===== src/logic/if_pkg.sv =====
////////////////////
// shared definitions of the instruction fetch stage
// widths, address and word types, mux select enums
////////////////////

package if_pkg;

  // data and address width
  localparam int unsigned XLEN = 32;

  // one aligned word per fetch
  typedef logic [XLEN-1:0] addr_t;
  typedef logic [XLEN-1:0] instr_t;

  // pc advances by one word, no compressed instructions
  localparam int unsigned WordBytes = 4;

  ////////////////////
  // mux selects
  ////////////////////

  // source of the next fetch address
  typedef enum logic [2:0] {
    PC_BOOT = 3'd0,
    PC_JUMP = 3'd1,
    PC_EXC  = 3'd2,
    PC_ERET = 3'd3,
    PC_DRET = 3'd4
  } pc_sel_e;

  // exception target inside PC_EXC
  typedef enum logic [1:0] {
    EXC_PC_EXC     = 2'd0,
    EXC_PC_IRQ     = 2'd1,
    EXC_PC_DBD     = 2'd2,
    EXC_PC_DBG_EXC = 2'd3
  } exc_pc_sel_e;

  // vectored interrupts, index sits in mtvec bits 6:2
  localparam int unsigned IrqVecW = 5;
  // all internal interrupts share the top vector
  localparam logic [IrqVecW-1:0] IrqNmVec = 5'd31;

endpackage

===== src/logic/if_stage.sv =====
////////////////////
// instruction fetch stage top level
// address select, prefetch, IF-ID register
////////////////////

`timescale 1ns/10ps

module if_stage import if_pkg::*; #(
  parameter int unsigned DmHaltAddr      = 32'h1A110800,
  parameter int unsigned DmExceptionAddr = 32'h1A110808,
  parameter int unsigned FetchDepth      = 2
) (
  input  logic               clk_i,
  input  logic               rst_ni,
  input  logic               req_i,
  input  addr_t              boot_addr_i,
  // instruction bus
  output logic               instr_req_o,
  output addr_t              instr_addr_o,
  input  logic               instr_gnt_i,
  input  logic               instr_rvalid_i,
  input  instr_t             instr_rdata_i,
  input  logic               instr_err_i,
  // control and CSRs
  input  logic               pc_set_i,
  input  pc_sel_e            pc_mux_i,
  input  exc_pc_sel_e        exc_pc_mux_i,
  input  logic [IrqVecW-1:0] irq_id_i,
  input  logic               irq_int_i,
  input  addr_t              branch_target_i,
  input  addr_t              csr_mepc_i,
  input  addr_t              csr_depc_i,
  input  addr_t              csr_mtvec_i,
  input  logic               instr_valid_clear_i,
  input  logic               id_in_ready_i,
  // to ID stage
  output logic               instr_valid_id_o,
  output logic               instr_new_id_o,
  output instr_t             instr_rdata_id_o,
  output logic               instr_fetch_err_o,
  output addr_t              pc_id_o,
  output addr_t              pc_if_o,
  output logic               pc_mismatch_alert_o,
  output addr_t              pc_set_target_o,
  output logic               csr_mtvec_init_o,
  output logic               if_busy_o
);

  addr_t  fetch_addr_n;
  logic   fetch_valid, fetch_ready, fetch_err;
  instr_t fetch_rdata;
  addr_t  fetch_addr;

  if_pc_select #(
    .DmHaltAddr      (DmHaltAddr),
    .DmExceptionAddr (DmExceptionAddr)
  ) u_pc_select (
    .pc_mux_i         (pc_mux_i),
    .exc_pc_mux_i     (exc_pc_mux_i),
    .irq_id_i         (irq_id_i),
    .irq_int_i        (irq_int_i),
    .pc_set_i         (pc_set_i),
    .boot_addr_i      (boot_addr_i),
    .branch_target_i  (branch_target_i),
    .csr_mepc_i       (csr_mepc_i),
    .csr_depc_i       (csr_depc_i),
    .csr_mtvec_i      (csr_mtvec_i),
    .fetch_addr_n_o   (fetch_addr_n),
    .csr_mtvec_init_o (csr_mtvec_init_o)
  );

  // target reported unaligned as selected
  assign pc_set_target_o = fetch_addr_n;

  if_prefetch #(
    .FetchDepth (FetchDepth)
  ) u_prefetch (
    .clk_i          (clk_i),
    .rst_ni         (rst_ni),
    .req_i          (req_i),
    .branch_i       (pc_set_i),
    .branch_addr_i  (fetch_addr_n),
    .instr_gnt_i    (instr_gnt_i),
    .instr_rvalid_i (instr_rvalid_i),
    .instr_rdata_i  (instr_rdata_i),
    .instr_err_i    (instr_err_i),
    .ready_i        (fetch_ready),
    .instr_req_o    (instr_req_o),
    .instr_addr_o   (instr_addr_o),
    .valid_o        (fetch_valid),
    .rdata_o        (fetch_rdata),
    .addr_o         (fetch_addr),
    .err_o          (fetch_err),
    .busy_o         (if_busy_o)
  );

  if_id_reg u_if_id_reg (
    .clk_i               (clk_i),
    .rst_ni              (rst_ni),
    .fetch_valid_i       (fetch_valid),
    .fetch_rdata_i       (fetch_rdata),
    .fetch_addr_i        (fetch_addr),
    .fetch_err_i         (fetch_err),
    .id_in_ready_i       (id_in_ready_i),
    .pc_set_i            (pc_set_i),
    .instr_valid_clear_i (instr_valid_clear_i),
    .fetch_ready_o       (fetch_ready),
    .instr_valid_id_o    (instr_valid_id_o),
    .instr_new_id_o      (instr_new_id_o),
    .instr_rdata_id_o    (instr_rdata_id_o),
    .instr_fetch_err_o   (instr_fetch_err_o),
    .pc_id_o             (pc_id_o),
    .pc_if_o             (pc_if_o),
    .pc_mismatch_alert_o (pc_mismatch_alert_o)
  );

endmodule


===== src/logic/if_id_reg.sv =====
////////////////////
// IF-ID pipeline register
// valid and new flags, sequential pc alert
////////////////////

`timescale 1ns/10ps

module if_id_reg import if_pkg::*; (
  input  logic   clk_i,
  input  logic   rst_ni,
  input  logic   fetch_valid_i,
  input  instr_t fetch_rdata_i,
  input  addr_t  fetch_addr_i,
  input  logic   fetch_err_i,
  input  logic   id_in_ready_i,
  input  logic   pc_set_i,
  input  logic   instr_valid_clear_i,
  output logic   fetch_ready_o,
  output logic   instr_valid_id_o,
  output logic   instr_new_id_o,
  output instr_t instr_rdata_id_o,
  output logic   instr_fetch_err_o,
  output addr_t  pc_id_o,
  output addr_t  pc_if_o,
  output logic   pc_mismatch_alert_o
);

  logic  consume;
  logic  valid_d, valid_q;
  logic  new_q;
  logic  seq_d, seq_q;
  addr_t pc_id_incr;

  // ID stage pulls directly, no extra stall sources here
  assign fetch_ready_o = id_in_ready_i;
  assign consume       = fetch_valid_i & id_in_ready_i;

  // squashed by a pc set, held until ID clears it
  assign valid_d = (consume & ~pc_set_i) | (valid_q & ~instr_valid_clear_i);

  always_ff @(posedge clk_i or negedge rst_ni) begin
    if (!rst_ni) begin
      valid_q <= 1'b0;
      new_q   <= 1'b0;
      seq_q   <= 1'b0;
    end else begin
      valid_q <= valid_d;
      new_q   <= consume;
      seq_q   <= seq_d;
    end
  end

  // payload, frozen while ID stalls
  always_ff @(posedge clk_i) begin
    if (consume) begin
      instr_rdata_id_o  <= fetch_rdata_i;
      instr_fetch_err_o <= fetch_err_i;
      pc_id_o           <= fetch_addr_i;
    end
  end

  assign instr_valid_id_o = valid_q;
  assign instr_new_id_o   = new_q;
  assign pc_if_o          = fetch_addr_i;

  ////////////////////
  // pc consistency
  ////////////////////

  // no sequence check across a redirect or after a faulting fetch
  assign seq_d = (seq_q | consume) & ~pc_set_i & ~(fetch_valid_i & fetch_err_i);

  assign pc_id_incr = pc_id_o + XLEN'(WordBytes);

  // next word offered must follow the one held in ID
  assign pc_mismatch_alert_o = seq_q & fetch_valid_i & (fetch_addr_i != pc_id_incr);

endmodule


===== src/logic/if_prefetch.sv =====
////////////////////
// prefetcher, bus request engine
// outstanding and stale counts, address tags, fetch FIFO
////////////////////

`timescale 1ns/10ps

module if_prefetch import if_pkg::*; #(
  parameter int unsigned FetchDepth = 2
) (
  input  logic   clk_i,
  input  logic   rst_ni,
  input  logic   req_i,
  input  logic   branch_i,
  input  addr_t  branch_addr_i,
  input  logic   instr_gnt_i,
  input  logic   instr_rvalid_i,
  input  instr_t instr_rdata_i,
  input  logic   instr_err_i,
  input  logic   ready_i,
  output logic   instr_req_o,
  output addr_t  instr_addr_o,
  output logic   valid_o,
  output instr_t rdata_o,
  output addr_t  addr_o,
  output logic   err_o,
  output logic   busy_o
);

  localparam int unsigned PtrW = $clog2(FetchDepth);
  localparam int unsigned CntW = $clog2(FetchDepth + 1);

  logic            started_q;
  logic            hold_q, hold_stale_q;
  addr_t           hold_addr_q;
  addr_t           next_addr_q, next_addr_d;
  addr_t           branch_addr, new_addr;
  logic [CntW-1:0] out_cnt_q, discard_q, discard_d;
  logic [CntW-1:0] fifo_level, level_eff;
  logic [CntW:0]   inflight;
  logic            present_new, granted, gnt_stale;
  logic            rsp_drop, rsp_valid;
  addr_t           tag_q [FetchDepth];
  logic [PtrW-1:0] tag_wptr_q, tag_rptr_q;

  ////////////////////
  // request side
  ////////////////////

  // word fetches only
  assign branch_addr = {branch_addr_i[XLEN-1:2], 2'b00};
  assign new_addr    = branch_i ? branch_addr : next_addr_q;

  // FIFO is emptied by the flush, so its level no longer counts
  assign level_eff = branch_i ? '0 : fifo_level;
  assign inflight  = {1'b0, out_cnt_q} + {1'b0, level_eff};

  // fresh request only when nothing waits for a grant and there is room
  assign present_new = ~hold_q & req_i & (started_q | branch_i) &
                       (inflight < (CntW+1)'(FetchDepth));

  // a waiting request keeps its address, even across a flush
  assign instr_req_o  = hold_q | present_new;
  assign instr_addr_o = hold_q ? hold_addr_q : new_addr;

  assign granted = instr_req_o & instr_gnt_i;
  // held request from before a flush returns a word nobody wants
  assign gnt_stale = granted & hold_q & (hold_stale_q | branch_i);

  always_comb begin
    if (granted & ~gnt_stale) begin
      next_addr_d = instr_addr_o + XLEN'(WordBytes);
    end else if (branch_i) begin
      next_addr_d = branch_addr;
    end else begin
      next_addr_d = next_addr_q;
    end
  end

  ////////////////////
  // response side
  ////////////////////

  // responses of requests granted before a flush are thrown away
  assign rsp_drop  = instr_rvalid_i & (branch_i | (discard_q != '0));
  assign rsp_valid = instr_rvalid_i & ~rsp_drop;

  always_comb begin
    if (branch_i) begin
      discard_d = out_cnt_q - CntW'(instr_rvalid_i);
    end else begin
      discard_d = discard_q - CntW'(rsp_drop);
    end
    discard_d = discard_d + CntW'(gnt_stale);
  end

  always_ff @(posedge clk_i or negedge rst_ni) begin
    if (!rst_ni) begin
      started_q    <= 1'b0;
      hold_q       <= 1'b0;
      hold_stale_q <= 1'b0;
      out_cnt_q    <= '0;
      discard_q    <= '0;
      tag_wptr_q   <= '0;
      tag_rptr_q   <= '0;
    end else begin
      started_q    <= started_q | branch_i;
      hold_q       <= instr_req_o & ~instr_gnt_i;
      hold_stale_q <= instr_req_o & ~instr_gnt_i & hold_q & (hold_stale_q | branch_i);
      out_cnt_q    <= out_cnt_q + CntW'(granted) - CntW'(instr_rvalid_i);
      discard_q    <= discard_d;
      // one tag per grant, popped in order by rvalid
      if (granted) begin
        tag_wptr_q <= tag_wptr_q + 1'b1;
      end
      if (instr_rvalid_i) begin
        tag_rptr_q <= tag_rptr_q + 1'b1;
      end
    end
  end

  always_ff @(posedge clk_i) begin
    next_addr_q <= next_addr_d;
    if (instr_req_o) begin
      hold_addr_q <= instr_addr_o;
    end
    if (granted) begin
      tag_q[tag_wptr_q] <= instr_addr_o;
    end
  end

  if_fetch_fifo #(
    .FetchDepth (FetchDepth)
  ) u_fetch_fifo (
    .clk_i       (clk_i),
    .rst_ni      (rst_ni),
    .clear_i     (branch_i),
    .in_valid_i  (rsp_valid),
    .in_rdata_i  (instr_rdata_i),
    .in_addr_i   (tag_q[tag_rptr_q]),
    .in_err_i    (instr_err_i),
    .out_ready_i (ready_i),
    .out_valid_o (valid_o),
    .out_rdata_o (rdata_o),
    .out_addr_o  (addr_o),
    .out_err_o   (err_o),
    .level_o     (fifo_level)
  );

  assign busy_o = hold_q | (out_cnt_q != '0);

endmodule


===== src/logic/if_fetch_fifo.sv =====
////////////////////
// fall-through FIFO for returned instruction words
// holds word, address and bus error per entry
////////////////////

`timescale 1ns/10ps

module if_fetch_fifo import if_pkg::*; #(
  parameter int unsigned FetchDepth = 2
) (
  input  logic                             clk_i,
  input  logic                             rst_ni,
  input  logic                             clear_i,
  input  logic                             in_valid_i,
  input  instr_t                           in_rdata_i,
  input  addr_t                            in_addr_i,
  input  logic                             in_err_i,
  input  logic                             out_ready_i,
  output logic                             out_valid_o,
  output instr_t                           out_rdata_o,
  output addr_t                            out_addr_o,
  output logic                             out_err_o,
  output logic [$clog2(FetchDepth+1)-1:0]  level_o
);

  localparam int unsigned PtrW = $clog2(FetchDepth);
  localparam int unsigned CntW = $clog2(FetchDepth + 1);

  // storage, no reset on the payload
  instr_t          rdata_q [FetchDepth];
  addr_t           addr_q  [FetchDepth];
  logic            err_q   [FetchDepth];

  logic [PtrW-1:0] wptr_q, rptr_q;
  logic [CntW-1:0] level_q;
  logic            empty;
  logic            bypass;
  logic            push;
  logic            pop;

  assign empty = (level_q == '0);

  // word goes straight through when nothing is queued ahead of it
  assign bypass = empty & in_valid_i & out_ready_i & ~clear_i;
  assign push   = in_valid_i & ~bypass & ~clear_i;
  assign pop    = ~empty & out_ready_i & ~clear_i;

  // nothing leaves in a flush cycle
  assign out_valid_o = (~empty | in_valid_i) & ~clear_i;
  assign out_rdata_o = empty ? in_rdata_i : rdata_q[rptr_q];
  assign out_addr_o  = empty ? in_addr_i  : addr_q[rptr_q];
  assign out_err_o   = empty ? in_err_i   : err_q[rptr_q];
  assign level_o     = level_q;

  always_ff @(posedge clk_i or negedge rst_ni) begin
    if (!rst_ni) begin
      wptr_q  <= '0;
      rptr_q  <= '0;
      level_q <= '0;
    end else if (clear_i) begin
      wptr_q  <= '0;
      rptr_q  <= '0;
      level_q <= '0;
    end else begin
      // power of two depth, pointers wrap on their own
      if (push) begin
        wptr_q <= wptr_q + 1'b1;
      end
      if (pop) begin
        rptr_q <= rptr_q + 1'b1;
      end
      level_q <= level_q + CntW'(push) - CntW'(pop);
    end
  end

  always_ff @(posedge clk_i) begin
    if (push) begin
      rdata_q[wptr_q] <= in_rdata_i;
      addr_q[wptr_q]  <= in_addr_i;
      err_q[wptr_q]   <= in_err_i;
    end
  end

endmodule


===== src/logic/if_pc_select.sv =====
////////////////////
// next fetch address selection
// exception vector, pc mux, mtvec init strobe on boot
////////////////////

`timescale 1ns/10ps

module if_pc_select import if_pkg::*; #(
  parameter int unsigned DmHaltAddr      = 32'h1A110800,
  parameter int unsigned DmExceptionAddr = 32'h1A110808
) (
  input  pc_sel_e             pc_mux_i,
  input  exc_pc_sel_e         exc_pc_mux_i,
  input  logic [IrqVecW-1:0]  irq_id_i,
  input  logic                irq_int_i,
  input  logic                pc_set_i,
  input  addr_t               boot_addr_i,
  input  addr_t               branch_target_i,
  input  addr_t               csr_mepc_i,
  input  addr_t               csr_depc_i,
  input  addr_t               csr_mtvec_i,
  output addr_t               fetch_addr_n_o,
  output logic                csr_mtvec_init_o
);

  logic [IrqVecW-1:0] irq_vec;
  addr_t              exc_pc;

  // internal interrupts are all routed to the nmi slot
  assign irq_vec = irq_int_i ? IrqNmVec : irq_id_i;

  ////////////////////
  // exception target
  ////////////////////

  always_comb begin
    unique case (exc_pc_mux_i)
      // plain trap, direct mode base
      EXC_PC_EXC:     exc_pc = {csr_mtvec_i[XLEN-1:2], 2'b00};
      // vectored mode, one word slot per cause
      EXC_PC_IRQ:     exc_pc = {csr_mtvec_i[XLEN-1:8], 1'b0, irq_vec, 2'b00};
      // debug module entry points
      EXC_PC_DBD:     exc_pc = addr_t'(DmHaltAddr);
      EXC_PC_DBG_EXC: exc_pc = addr_t'(DmExceptionAddr);
      default:        exc_pc = {csr_mtvec_i[XLEN-1:2], 2'b00};
    endcase
  end

  ////////////////////
  // fetch address mux
  ////////////////////

  always_comb begin
    unique case (pc_mux_i)
      PC_BOOT: fetch_addr_n_o = boot_addr_i;
      // jump or taken branch from execute
      PC_JUMP: fetch_addr_n_o = branch_target_i;
      PC_EXC:  fetch_addr_n_o = exc_pc;
      // mret returns to mepc
      PC_ERET: fetch_addr_n_o = csr_mepc_i;
      // dret returns to depc
      PC_DRET: fetch_addr_n_o = csr_depc_i;
      // encodings 5 to 7 are never driven
      default: fetch_addr_n_o = boot_addr_i;
    endcase
  end

  // csr file loads mtvec from the boot address in the boot cycle
  assign csr_mtvec_init_o = pc_set_i & (pc_mux_i == PC_BOOT);

endmodule


===== config.mk =====
export PLATFORM = sky130hd
export DESIGN_NAME = if_stage
export DESIGN_NICKNAME = d
export VERILOG_FILES = /design/src/logic/if_pkg.sv /design/src/logic/if_stage.sv /design/src/logic/if_id_reg.sv /design/src/logic/if_prefetch.sv /design/src/logic/if_fetch_fifo.sv /design/src/logic/if_pc_select.sv
export SDC_FILE = /design/constraint.sdc
export NUM_CORES = 1
export LEC_CHECK = 0
export ABC_CLOCK_PERIOD_IN_PS = 13100
export BUFFER_PORTS_ARGS = -buffer_cell sky130_fd_sc_hd__buf_4
export CAP_MARGIN = 20
export CORE_MARGIN = 4
export CORE_UTILIZATION = 59
export CTS_CLUSTER_SIZE = 28
export DETAILED_ROUTE_END_ITERATION = 7
export GPL_TIMING_DRIVEN = 1
export PLACE_DENSITY = 0.95
export SETUP_SLACK_MARGIN = 0.02
export SLEW_MARGIN = 20
export SYNTH_ARGS = -nofsm -noshare
export SYNTH_HDL_FRONTEND = slang
export SYNTH_SLANG_ARGS = --single-unit

===== constraint.sdc =====
create_clock -name clk_i -period 13.1 [get_ports clk_i]
set_input_delay 1.965 -clock clk_i [delete_from_list [all_inputs] [get_ports clk_i]]
set_output_delay 1.965 -clock clk_i [all_outputs]
set_load 0.005 [all_outputs]

# Word level (Yosys, flattened, before mapping)
# Memories as Yosys holds them, arrays and structs flattened.
# Index checks and enable logic that the tools add are counted.
dict set report word_totals {
  reg_bits 145
  ram_bits 194
  in_bits 212
  wordCells 118
  mem_count 4
}
# memory words word_bits rd rd_clocked_by_memory_dff write_ports line
set mem_list {}
lappend mem_list {u_prefetch.tag_q 2 32 1 0 1 if_prefetch.sv:43} ;# addr_t tag_q [FetchDepth];
lappend mem_list {u_prefetch.u_fetch_fifo.addr_q 2 32 1 0 1 if_fetch_fifo.sv:31} ;# addr_t addr_q [FetchDepth];
lappend mem_list {u_prefetch.u_fetch_fifo.rdata_q 2 32 1 0 1 if_fetch_fifo.sv:30} ;# instr_t rdata_q [FetchDepth];
lappend mem_list {u_prefetch.u_fetch_fifo.err_q 2 1 1 0 1 if_fetch_fifo.sv:32} ;# logic err_q [FetchDepth];
dict set report op_classes {
  add_sub_neg 14
  order_cmp 1
  eq_ne 8
  mux 20
  bitwise 46
  n_reduce_logical 7
}
# cell count
set op_table {}
lappend op_table {{$pmux W32 S4} 2}
lappend op_table {{$mux W32} 5}
lappend op_table {{$add A32 B3 Y32 const B} 2}
lappend op_table {{$ne A32 B32 Y1} 1}
lappend op_table {{$and A1 B1 Y1} 29}
lappend op_table {{$mux W1} 9}
lappend op_table {{$not A1 Y1} 9}
lappend op_table {{$or A1 B1 Y1} 8}
lappend op_table {{$reduce_bool A2 Y1} 4}
lappend op_table {{$sub A2 B1 Y2} 4}
lappend op_table {{$add A2 B1 Y2} 3}
lappend op_table {{$eq A3 B2 Y1 const B} 2}
lappend op_table {{$mux W2} 3}
lappend op_table {{$mux W5} 1}
lappend op_table {{$add A1 B1 Y1 const B} 4}
lappend op_table {{$eq A2 B2 Y1 const B} 2}
lappend op_table {{$logic_not A2 Y1} 2}
lappend op_table {{$add A2 B2 Y3} 1}
lappend op_table {{$eq A3 B1 Y1 const B} 1}
lappend op_table {{$eq A3 B3 Y1 const B} 1}
lappend op_table {{$logic_not A3 Y1} 1}
lappend op_table {{$lt A3 B2 Y1 const B} 1}
lappend op_table {{$eq A2 B1 Y1 const B} 1}

# Logic depth before layout (Yosys ltp)
# Gate-level depths: netlist of the first run.
dict set report logic_depth {
  ltp_word 14
  mapped_depth 15
  ltp_nobuf 11
}

# Modules after synthesis
# A second synthesis of the first run with hierarchy kept.
dict set report unflattened {
  hier_cells 1329
  area_unflattened_um2 16525.8
}
# mod n_inst cells_each area_each_um2 seq_area_each_um2
set modules_own_cells {}
lappend modules_own_cells {if_prefetch 1 465 6200.9 3748.6}
lappend modules_own_cells {if_fetch_fifo 1 374 5549.1 4003.8}
lappend modules_own_cells {if_id_reg 1 252 3360.7 2026.9}
lappend modules_own_cells {if_pc_select 1 238 1415.1 0.0}

# Worst setup path before layout of the first run
# OpenSTA, ideal clock, no wires.
dict set report synth_path {
  path_kind {input -> register}
  start {input port pc_set_i}
  end {register u_if_id_reg.instr_fetch_err_o (enable)}
  t_arrival_ns 6.321
  required_ns 12.587
  slack_ns 6.266
  stages 7
  n_path_buf 4
  path_cell_list {buf_2 clkbuf_1 buf_1 clkbuf_1 nor3_1 nand2_1 a21oi_1}
}
dict set report synth_via {
  elab_chain_cells 7
  elab_cells_between_ends 8
  classes_between {bitwise: 8}
}
# item line
set synth_lines {}
lappend synth_lines {{start, declared} if_stage.sv:25} ;# input logic pc_set_i,
lappend synth_lines {{$or A1 B1 Y1} if_prefetch.sv:85} ;# assign rsp_drop = instr_rvalid_i & (branch_i | (discard_q != '0));
lappend synth_lines {{$and A1 B1 Y1} if_prefetch.sv:85}
lappend synth_lines {{$not A1 Y1} if_prefetch.sv:86} ;# assign rsp_valid = instr_rvalid_i & ~rsp_drop;
lappend synth_lines {{$and A1 B1 Y1} if_prefetch.sv:86}
lappend synth_lines {{$or A1 B1 Y1} if_fetch_fifo.sv:49} ;# assign out_valid_o = (~empty | in_valid_i) & ~clear_i;
lappend synth_lines {{$and A1 B1 Y1 (*)} if_fetch_fifo.sv:49}
lappend synth_lines {{$and A1 B1 Y1 (*)} if_id_reg.sv:36} ;# assign consume = fetch_valid_i & id_in_ready_i;
lappend synth_lines {{via u_if_id_reg.consume} if_id_reg.sv:28} ;# logic consume;
lappend synth_lines {{end signal, assigned} if_id_reg.sv:57} ;# instr_fetch_err_o <= fetch_err_i;
lappend synth_lines {{end, declared} if_id_reg.sv:22} ;# output logic instr_fetch_err_o,
# The timed path passes the listed nets; every way through them passes the cells marked *.
# A chain may end at the register's enable or synchronous reset.

# Worst setup path in the final report of the first run
dict set report layout_path {
  start {input port pc_mux_i[0]}
  end {output port instr_addr_o[15]}
}
dict set report layout_via {
  elab_chain_cells 4
  elab_cells_between_ends 7
  classes_between {eq/ne: 4; mux: 3}
}
# item line
set layout_lines {}
lappend layout_lines {{start, declared} if_stage.sv:26} ;# input pc_sel_e pc_mux_i,
lappend layout_lines {{$eq A3 B3 Y1, or another cell as far along} if_pc_select.sv:54} ;# unique case (pc_mux_i)
lappend layout_lines {{$pmux W32 S4 (*)} if_pc_select.sv:54}
lappend layout_lines {{$mux W32 (*)} -}
lappend layout_lines {{$mux W32 (*)} if_prefetch.sv:64} ;# assign instr_addr_o = hold_q ? hold_addr_q : new_addr;
lappend layout_lines {{end, declared} if_stage.sv:19} ;# output addr_t instr_addr_o,
# Mark *: on every way between the ends. The rest lies on a longest branch, timed or not.

==> results_dict.tcl, run 1 <==
set metrics [dict create \
    vias_per_cell 6.24 \
    period_minus_slack_ns 6.86 \
    yosysTopAreaCell "edfxtp_1" \
    power.density_nw_per_um2 173 \
    final-hold-violation-count 0 \
    die_x_um 178 \
    slowest_stage "buf_4" \
    max_slew.worst_pin.slew_ns 0.983 \
    finalSetupTns_ns 0 \
    syn-num-nets 1633 \
    outcome "completed" \
    boundaryPins 379 \
    final_nets 1965 \
    syn-instance-count 1412 \
    drive_above_1_share_pct 31.7 \
    clkSlewWorstSetupHoldPaths_ns 0.06 \
    first_global_vias 13100 \
    grt_max_degree 95 \
    syn_to_final_growth_pct 23.6 \
    n_antenna_cell 0 \
    cp.arrival_ns 4.89 \
    cts_buffer_depth 3 \
    criticalPathCategory "input port to output port" \
    setup_viol 0 \
    syn_area_um2 17000 \
    wire_per_inst_um 22.9 \
    ys_seq_area_share_pct 57.5 \
    rows 61 \
    cts_root_buf "clkbuf_16" \
    finalMaxSlewViolations 0 \
    h-tree-depth 1 \
    cts_tree "yes" \
    cts_setup_buffers 0 \
    hold_class "register to register" \
    dieArea_um2 31600 \
    r2r_slack_ns 8.64 \
    synthFlopType "edfxtp_1" \
    hpwl_um 34300 \
    critPathTopFamily "compound AO/OA/AOI/OAI gates" \
    clock_sinks 339 \
    yosysTopAreaCellShare_pct 51.3 \
    gr-total-overflow 0 \
    clkLatencyLatePin_ns 0.57 \
    fmax_mhz 146 \
    drt_iter0_markers 1424 \
    crit_fanout 94 \
    critPathLaunchType "input port" \
    end_kind "output port" \
    dp_cells 2089 \
    crit_buf_inv 2 \
    ctsHoldBuffers 0 \
    synth-edff-count 291 \
    antenna_found_initial 0 \
    maxCapViolCount 0 \
    yosys-top-cells-area "edfxtp_1 (51%), mux2_2 (4.9%), mux2i_1 (4.3%)" \
    grt_first_pass_wirelength_um 72700 \
    syn_area_per_cell_um2 12.1 \
    final_cell_count_no_fill 2147 \
    yosysWarnings 0 \
    p_leak_uw 0.00794 \
    peakVddDrop_uv 126 \
    postCtsResizedCells 0 \
    ys_top_cells_by_count "edfxtp_1 (291), nand2_1 (135), o21ai_0 (80)" \
    crit_path_max_incr_delay_ns 0.59 \
    start_util_pct 60.6 \
    remaining_drc_errors 0 \
    port_buffers 376 \
    core_region_area_um2 28100 \
    fillerInstances 1771 \
    wirelength_um 49200 \
    finalCritPeriodShare_pct 52.3 \
    critPathRequiredTime_ns 11.14 \
    rsz0062_at_grt "false" \
    synth_most_common_cell "edfxtp_1" \
    dr.pass1.iters 8 \
    ant_nets 0 \
    synthArstFlopShare_pct 4.72 \
    path_common_cell "buf_4" \
    ys_ff_latch 339 \
    synth_cell_types 89 \
    numCtsBuffers 31 \
    fin_skew_ns 0.0240 \
    place.gp.congestion 0.916 \
    power.total_uw 3650 \
    track_usage_pct 29.7 \
    worstPathCellList "buf_4 > or3_1 > and2_1 > a2bb2oi_1 > mux2i_1 > o21ai_0 > buf_4" \
    slew-limit-headroom_pct 34.4 \
    num_vias 13400 \
    die-height_um 178 \
]
sequential cells by signal, summed over array words and instances (netlist names), 32 cells and up:
name and cells:
u_prefetch.tag_q 64, u_prefetch.u_fetch_fifo.addr_q 64, u_prefetch.u_fetch_fifo.rdata_q 64, u_if_id_reg.instr_rdata_id_o 32, u_if_id_reg.pc_id_o 32, u_prefetch.hold_addr_q 32
u_prefetch.next_addr_q 32
cell families (layout without fill, tap and decap cells):
| group | after synthesis | in the layout | synth area share [%] |
|---|---|---|---|
| flops | 339 | 339 | 57.5 |
| xor+xnor | 57 | 57 | 3.02 |
| simple gates | 435 | 435 | 13.8 |
| compound gates | 294 | 294 | 12.2 |
| buf+inv | 130 | 487 | 3.50 |
| mux | 148 | 148 | 9.25 |
| fa+ha+maj | 9 | 9 | 0.706 |
final timing paths:
path | startpoint | endpoint | cells past startpoint
max in group asynchronous | rst_ni | u_prefetch.u_fetch_fifo.rptr_q | 1
worst min register to register | u_prefetch.started_q | u_prefetch.started_q | 1
worst max-delay path | pc_mux_i[0] | instr_addr_o[15] | 7
worst max register to register | u_prefetch.hold_q | u_prefetch.next_addr_q[30] | 11
min in group asynchronous | rst_ni | u_prefetch.u_fetch_fifo.rptr_q | 1
worst min-delay path | u_prefetch.started_q | u_prefetch.started_q | 1
power breakdown:
group          total [uW]  switching (uW)  internal (uW)
Combinational        1230             710            518
Clock                 909             389            520
Sequential           1510            73.9           1440
Total                3650            1170           2480
layout by cell type, fill, tap and decap left out, types with 7 or more instances in the layout:
cell       synthesis  routed
ha_1               8       8
nor4_1            12      11
or3_1             12      12
nor2b_1           24      23
nand3_1           21      21
and3_1            14      13
a211oi_1          35      35
or4_1              9       9
o22a_1             7       7
xor2_1            22      22
xnor2_1           34      34
nor3b_1           10      10
and2_1            17      16
nor3_1            24      24
o21ai_0           80      80
a311oi_1           7       7
clkbuf_16          0      32
buf_4              8     393
nand2b_1          15      15
dfxtp_1           32      32
mux2_2            74      74
dfrtp_1           16      15
a211o_1            9       9
clkbuf_1          48      11
nand2_1          135     135
nor2_1            68      65
nand4_1           11      11
a21oi_1           34      33
mux2i_1           73      73
inv_1             36      36
edfxtp_1         291     291
nor4b_1           36      36
o31ai_1           14      14
o21a_1             8       8
o211ai_1          12      12
a21o_1             7       7
a31oi_1            9       9
or2_2              7       7
cell type report:
class	instances	area (um2)	area share, %
well taps	378	473	2.25
clock inverters	13	146	0.696
repair buffers	393	2950	14.0
inverters	36	135	0.642
flip-flops and latches	339	9780	46.5
multi-input cells	943	6690	31.8
clock buffers	45	870	4.13
stage by stage:
step	worst slack [ns]	instance area [um2]	hold WS (ns)	util, %
after floorplan	6.27	17000	0.423	-
after CTS	6.29	21000	0.491	74.9
after global routing	6.04	21000	0.511	74.9
after global placement	6.37	20000	0.433	71.3
final	6.24	21000	0.487	74.9
after detailed placement	6.30	20000	0.477	71.3
metal layers:
layer | global-route usage [%] | up-vias | wire, um
li1 | - | 6038 | -
met1 | 36.5 | 6384 | 17800
met2 | 51.9 | 824 | 24700
met3 | 3.90 | 148 | 4080
met4 | 14.2 | 0 | 2650
met5 | 0 | - | 0
Power figures use the tool's default switching activity.
==> inputs of run 2 (changes only) <==
Settings changed: ABC_AREA set to 1, ABC_CLOCK_PERIOD_IN_PS 13100 to 6150, CORE_UTILIZATION 59 to 50, PLACE_DENSITY 0.95 to 0.86.
Clock period 13.1 ns to 6.15 ns, I/O delays scaled along.
==> results_dict.tcl, run 2 <==
set metrics [dict create \
    dieArea_um2 37100 \
    setup_viol 0 \
    final_nets 2453 \
    ctsHoldBuffers 0 \
    peakVddDrop_uv 242 \
    remaining_drc_errors 0 \
    yosysTopAreaCell "edfxtp_1" \
    path_common_cell "buf_4" \
    synth-edff-count 291 \
    vias_per_cell 5.55 \
    slew-limit-headroom_pct 25.5 \
    criticalPathCategory "input port to output port" \
    r2r_slack_ns 2.86 \
    die-height_um 193 \
    yosys-top-cells-area "edfxtp_1 (51%), nand2_1 (12%), nand3_1 (5.2%)" \
    grt_max_degree 66 \
    ys_top_cells_by_count "nand2_1 (545), edfxtp_1 (291), nor2_1 (216)" \
    num_vias 15000 \
    synth_cell_types 42 \
    crit_buf_inv 4 \
    hold_class "input port to asynchronous set/reset pin" \
    end_kind "output port" \
    pwr-share-seq_pct 38.9 \
    critPathRequiredTime_ns 5.23 \
    syn_area_um2 17000 \
    rr_startpoint "u_prefetch.u_fetch_fifo.level_o[1]" \
    rows 67 \
    critPathLaunchType "input port" \
    boundaryPins 379 \
    outcome "completed" \
    fin_util_pct 63.9 \
    syn_to_final_growth_pct 25.8 \
    dr.pass1.iters 5 \
    gr-total-overflow 0 \
    place.gp.congestion 0.996 \
    comb_power_share_pct 33.8 \
    finalCritPeriodShare_pct 73.9 \
    cp.arrival_ns 3.62 \
    port_buffers 376 \
    synthFlopType "edfxtp_1" \
    synth.area.mux_share_pct 0.118 \
    dpl_worst_slack_ns 1.55 \
    syn-num-nets 2107 \
    finalSetupTns_ns 0 \
    maxCapViolCount 0 \
    track_usage_pct 28.2 \
    final_cell_count_no_fill 2706 \
    fillerInstances 2629 \
    slowest_stage "nand3_2" \
    yosysTopAreaCellShare_pct 51.3 \
    core_region_area_um2 33500 \
    synth_top_family_by_area "simple AND/OR/NAND/NOR gates" \
    worstPathCellList "buf_4 > inv_2 > nand3_2 > inv_1 > a21oi_1 > nand4_1 > nand3_1 > nand2_1 > buf_4" \
    cp.depth 9 \
    die_x_um 193 \
    p_int_uw 5360 \
    ant_nets 0 \
    dp_cells 2643 \
    reg2regPathDepth 12 \
    top_regs "u_prefetch.tag_q (64), u_prefetch.u_fetch_fifo.addr_q (64), u_prefetch.u_fetch_fifo.rdata_q (64)" \
    clkSlewWorstSetupHoldPaths_ns 0.06 \
    clkPwrFrac_pct 27.3 \
    cts_root_buf "clkbuf_16" \
    synthSimpleGateAreaFrac_pct 28.4 \
    grt_first_pass_wirelength_um 80600 \
    wire_per_inst_um 19.9 \
    start_util_pct 50.8 \
    synth_fa_ha_area_share_pct 0.706 \
    clock_sinks 339 \
    wirelength_um 54000 \
    rsz0062_at_grt "false" \
    max_slew.worst_pin.slew_ns 1.12 \
    antenna_found_initial 0 \
    ys_ff_latch 339 \
    n_antenna_cell 0 \
    cts_buffer_depth 3 \
    first_global_vias 14500 \
    numCtsBuffers 35 \
    crit_fanout 29 \
    fmax_mhz 220 \
    drt_iter0_markers 1181 \
    synth_most_common_cell "nand2_1" \
    p_leak_uw 0.00924 \
    drive_above_1_share_pct 24.2 \
    postCtsResizedCells 0 \
    power.density_nw_per_um2 381 \
    crit_path_max_incr_delay_ns 0.47 \
    p_sw_share_pct 34.3 \
    syn_area_per_cell_um2 9.03 \
    clkLatencyLatePin_ns 0.52 \
    critPathTopFamily "buffers and inverters" \
    period_minus_slack_ns 4.55 \
    syn-instance-count 1886 \
    final-hold-violation-count 0 \
    ys_seq_area_share_pct 57.5 \
    power.switching_uw 2800 \
    synth_compound_area_share_pct 5.12 \
    cts_tree "yes" \
    most-common-layout-cells "nand2_1 (545), buf_4 (391), edfxtp_1 (291)" \
    finalMaxSlewViolations 0 \
    fin_ws_ns 1.60 \
    h-tree-depth 2 \
    hpwl_um 39000 \
    synthArstFlopShare_pct 4.72 \
    fin_skew_ns 0.0106 \
    layout_commonest_cell "nand2_1" \
    synth_xor_area_share_pct 3.35 \
    cts_setup_buffers 0 \
    reg2reg_to "u_prefetch.next_addr_q[4]" \
    yosysWarnings 0 \
]
[run 2: worst max path at each step]
| stage | start | slack, ns | end |
|---|---|---|---|
| after floorplan | pc_set_i | 0.93 | u_prefetch.u_fetch_fifo.addr_q[1][0] |
| after global placement | pc_set_i | 1.61 | u_prefetch.next_addr_q[2] |
| after detailed placement | pc_set_i | 1.55 | u_prefetch.next_addr_q[13] |
| after CTS | pc_mux_i[2] | 1.67 | instr_addr_o[23] |
| after global routing | pc_mux_i[2] | 1.47 | instr_addr_o[31] |
| final | pc_mux_i[2] | 1.60 | instr_addr_o[23] |
[run 2: routing by layer]
metal / wire (um) / GRT usage (%)
met4: 2090 / 10.6
met5: 0 / 0
met1: 20500 / 35.9
met2: 26400 / 48.2
met3: 4960 / 5.08
[run 2: layout make-up]
class,instances,area (um2),area share (%)
Inverter,125,469,2.19
Timing Repair Buffer,391,2940,13.7
Multi-Input combinational cell,1340,6450,30.1
Clock inverter,22,283,1.32
Tap cell,448,561,2.62
Clock buffer,41,930,4.34
Sequential cell,339,9780,45.7
[run 2: logic make-up (layout without fill, tap and decap cells)]
| kind of cell | after synthesis | in the layout |
|---|---|---|
| compound gates | 164 | 164 |
| xor+xnor | 62 | 62 |
| fa+ha+maj | 9 | 9 |
| buf+inv | 207 | 579 |
| flops | 339 | 339 |
| mux | 2 | 2 |
| simple gates | 1103 | 1103 |
[run 2: power groups by stage]
| stage | Sequential [uW] | Combinational (uW) | Clock, uW |
|---|---|---|---|
| after floorplan | 3190 | 1510 | 0 |
| after global placement | 3200 | 2640 | 0 |
| after detailed placement | 3210 | 2730 | 0 |
| after CTS | 3170 | 2750 | 2250 |
| after global routing | 3200 | 3020 | 2350 |
| final | 3170 | 2760 | 2220 |
[run 2: metrics by stage]
| step | hold WS [ns] | area, um2 | total power, uW |
|---|---|---|---|
| 5_1_grt | 0.259 | 21400 | 8580 |
| 4_1_cts | 0.253 | 21400 | 8170 |
| 3_3_place_gp | 0.424 | 20200 | 5840 |
| 3_5_place_dp | 0.446 | 20200 | 5950 |
| 6_report | 0.264 | 21400 | 8160 |
| 2_1_floorplan | 0.411 | 17000 | 4700 |
==> inputs of run 3 (changes only) <==
Settings changed: ABC_CLOCK_PERIOD_IN_PS 6150 to 3600.
Clock period 6.15 ns to 3.6 ns, I/O delays scaled along.
==> results_dict.tcl, run 3 (same netlist as run 2, synthesis figures left out) <==
set metrics [dict create \
    outcome "completed" \
    wire_per_inst_um 20.0 \
    clkSlewWorstSetupHoldPaths_ns 0.06 \
    top_regs "u_prefetch.tag_q (64), u_prefetch.u_fetch_fifo.addr_q (64), u_prefetch.u_fetch_fifo.rdata_q (64)" \
    crit_path_max_incr_delay_ns 0.43 \
    track_usage_pct 28.6 \
    fillerInstances 2580 \
    reg2regPathDepth 11 \
    cts_tree "yes" \
    criticalPathCategory "register to output port" \
    multiInputGateArea_um2 6590 \
    core_region_area_um2 33500 \
    port_buffers 376 \
    die-height_um 193 \
    worstPathCellList "nor2_4 > clkinv_8 > buf_4 > o21ai_0 > o21ai_0 > buf_4 > xnor2_1 > nand3_1 > nor2_1 > nand3_1 > nor2_1 > nand3_2 > nand2_1 > inv_1 > buf_4" \
    num_vias 15400 \
    start_util_pct 50.8 \
    most-common-layout-cells "nand2_1 (543), buf_4 (441), edfxtp_1 (291)" \
    critPathLaunchType "register" \
    final-hold-violation-count 0 \
    critPathRequiredTime_ns 3.06 \
    vias_per_cell 5.57 \
    hold_class "input port to register" \
    path_common_cell "buf_4" \
    max_slew.worst_pin.slew_ns 1.11 \
    syn_to_final_growth_pct 29.3 \
    die_x_um 193 \
    final_nets 2515 \
    cts_buffer_depth 3 \
    post-route-cell-area_um2 22000 \
    finalCritPeriodShare_pct 95.5 \
    numCtsBuffers 36 \
    drt_iter0_markers 1418 \
    holdPathStages 2 \
    dieArea_um2 37100 \
    finalMaxSlewViolations 0 \
    grt_first_pass_wirelength_um 82300 \
    rsz0062_at_grt "false" \
    n_antenna_cell 0 \
    crit_buf_inv 5 \
    cts_root_buf "clkbuf_16" \
    seq_area_um2 9780 \
    fin_skew_ns 0.0242 \
    gr-total-overflow 0 \
    fmax_mhz 291 \
    place.gp.congestion 1.00 \
    crit_fanout 10 \
    remaining_drc_errors 0 \
    slew-limit-headroom_pct 25.9 \
    wirelength_um 55400 \
    maxCapViolCount 0 \
    cp.arrival_ns 2.90 \
    dr.pass1.iters 7 \
    layout_commonest_cell "nand2_1" \
    critPathTopFamily "simple AND/OR/NAND/NOR gates" \
    hpwl_um 40800 \
    end_kind "output port" \
    rows 67 \
    boundaryPins 379 \
    cp.depth 15 \
    ant_nets 0 \
    power.density_nw_per_um2 637 \
    antenna_found_initial 0 \
    peakVddDrop_uv 414 \
    first_global_vias 15100 \
    h-tree-depth 2 \
    clock_sinks 339 \
    period_minus_slack_ns 3.44 \
    clkLatencyLatePin_ns 0.52 \
    slowest_stage "dfrtp_1" \
    setup_viol 0 \
    drive_above_1_share_pct 27.2 \
    place_area_um2 20600 \
    fin_util_pct 65.7 \
    p_leak_uw 0.00957 \
    grt_max_degree 68 \
]
run 3: changes by cell type in the layout (fill, tap and decap cells not counted), moves of 4 or more:
cell      delta
a21oi_1      -4
a21oi_2      +4
clkbuf_1     +4
buf_12       +7
o21ai_0      -5
buf_4       +50
nor2_1       -5
clkinv_2     +6
run 3: what timing repair did:
action                                  4_1_cts  5_1_grt
setup buffers                                 3       12
cloned                                        0        2
hold buffers                                  1        0
gates resized for setup                      15       29
endpoints found under the hold margin        16        0
pin swaps                                     0        3
endpoints found under the setup margin        1        1
run 3: where the power goes:
part | internal, uW | total, uW | leakage, uW | switching, uW
logic | 1870 | 5080 | 0.00590 | 3210
registers | 5220 | 5420 | 0.00313 | 198
clock network | 2060 | 3520 | 0.000546 | 1460
total | 9150 | 14000 | 0.00957 | 4870
run 3: final timing paths:
check | startpoint | to | slack (ns)
max in group asynchronous | rst_ni | u_prefetch.u_fetch_fifo.rptr_q | 2.95
min reg2reg | u_prefetch.started_q | u_prefetch.started_q | 0.43
max | u_prefetch.u_fetch_fifo.level_o[0] | pc_mismatch_alert_o | 0.16
min in group asynchronous | rst_ni | u_if_id_reg.instr_valid_id_o | 0.43
min | instr_gnt_i | u_prefetch.hold_stale_q | 0.21
max reg2reg | u_prefetch.u_fetch_fifo.level_o[1] | u_prefetch.next_addr_q[5] | 0.70
run 3: final cells by class:
cell class / instances / share of cell area (%)
flip-flops and latches: 339 / 44.4
clock inverters: 19 / 0.824
repair buffers: 450 / 15.8
inverters: 125 / 2.20
well taps: 448 / 2.55
clock buffers: 44 / 4.23
multi-input cells: 1340 / 29.9
repair inverters: 2 / 0.0796
run 3: per-layer routing:
| metal | vias up | global-route usage [%] | share of wire [%] |
|---|---|---|---|
| met5 | - | 0 | 0 |
| met4 | 0 | 13.8 | 5.5 |
| met3 | 169 | 5.28 | 8.9 |
| met2 | 875 | 49.3 | 49 |
| met1 | 7208 | 34.8 | 37 |
| li1 | 7162 | - | - |
run 3: per-stage QoR:
stage	setup TNS (ns)	total power (uW)	hold WS (ns)	worst slack, ns	cells
floorplan	-17.51	8030	0.244	-0.144	1886
global placement	0	10200	0.414	0.328	2686
detailed placement	0	10300	0.419	0.286	2686
CTS	0	13900	0.188	0.0381	2753
global route	0	14700	0.200	0.0146	2767
finish	0	14000	0.206	0.162	2767
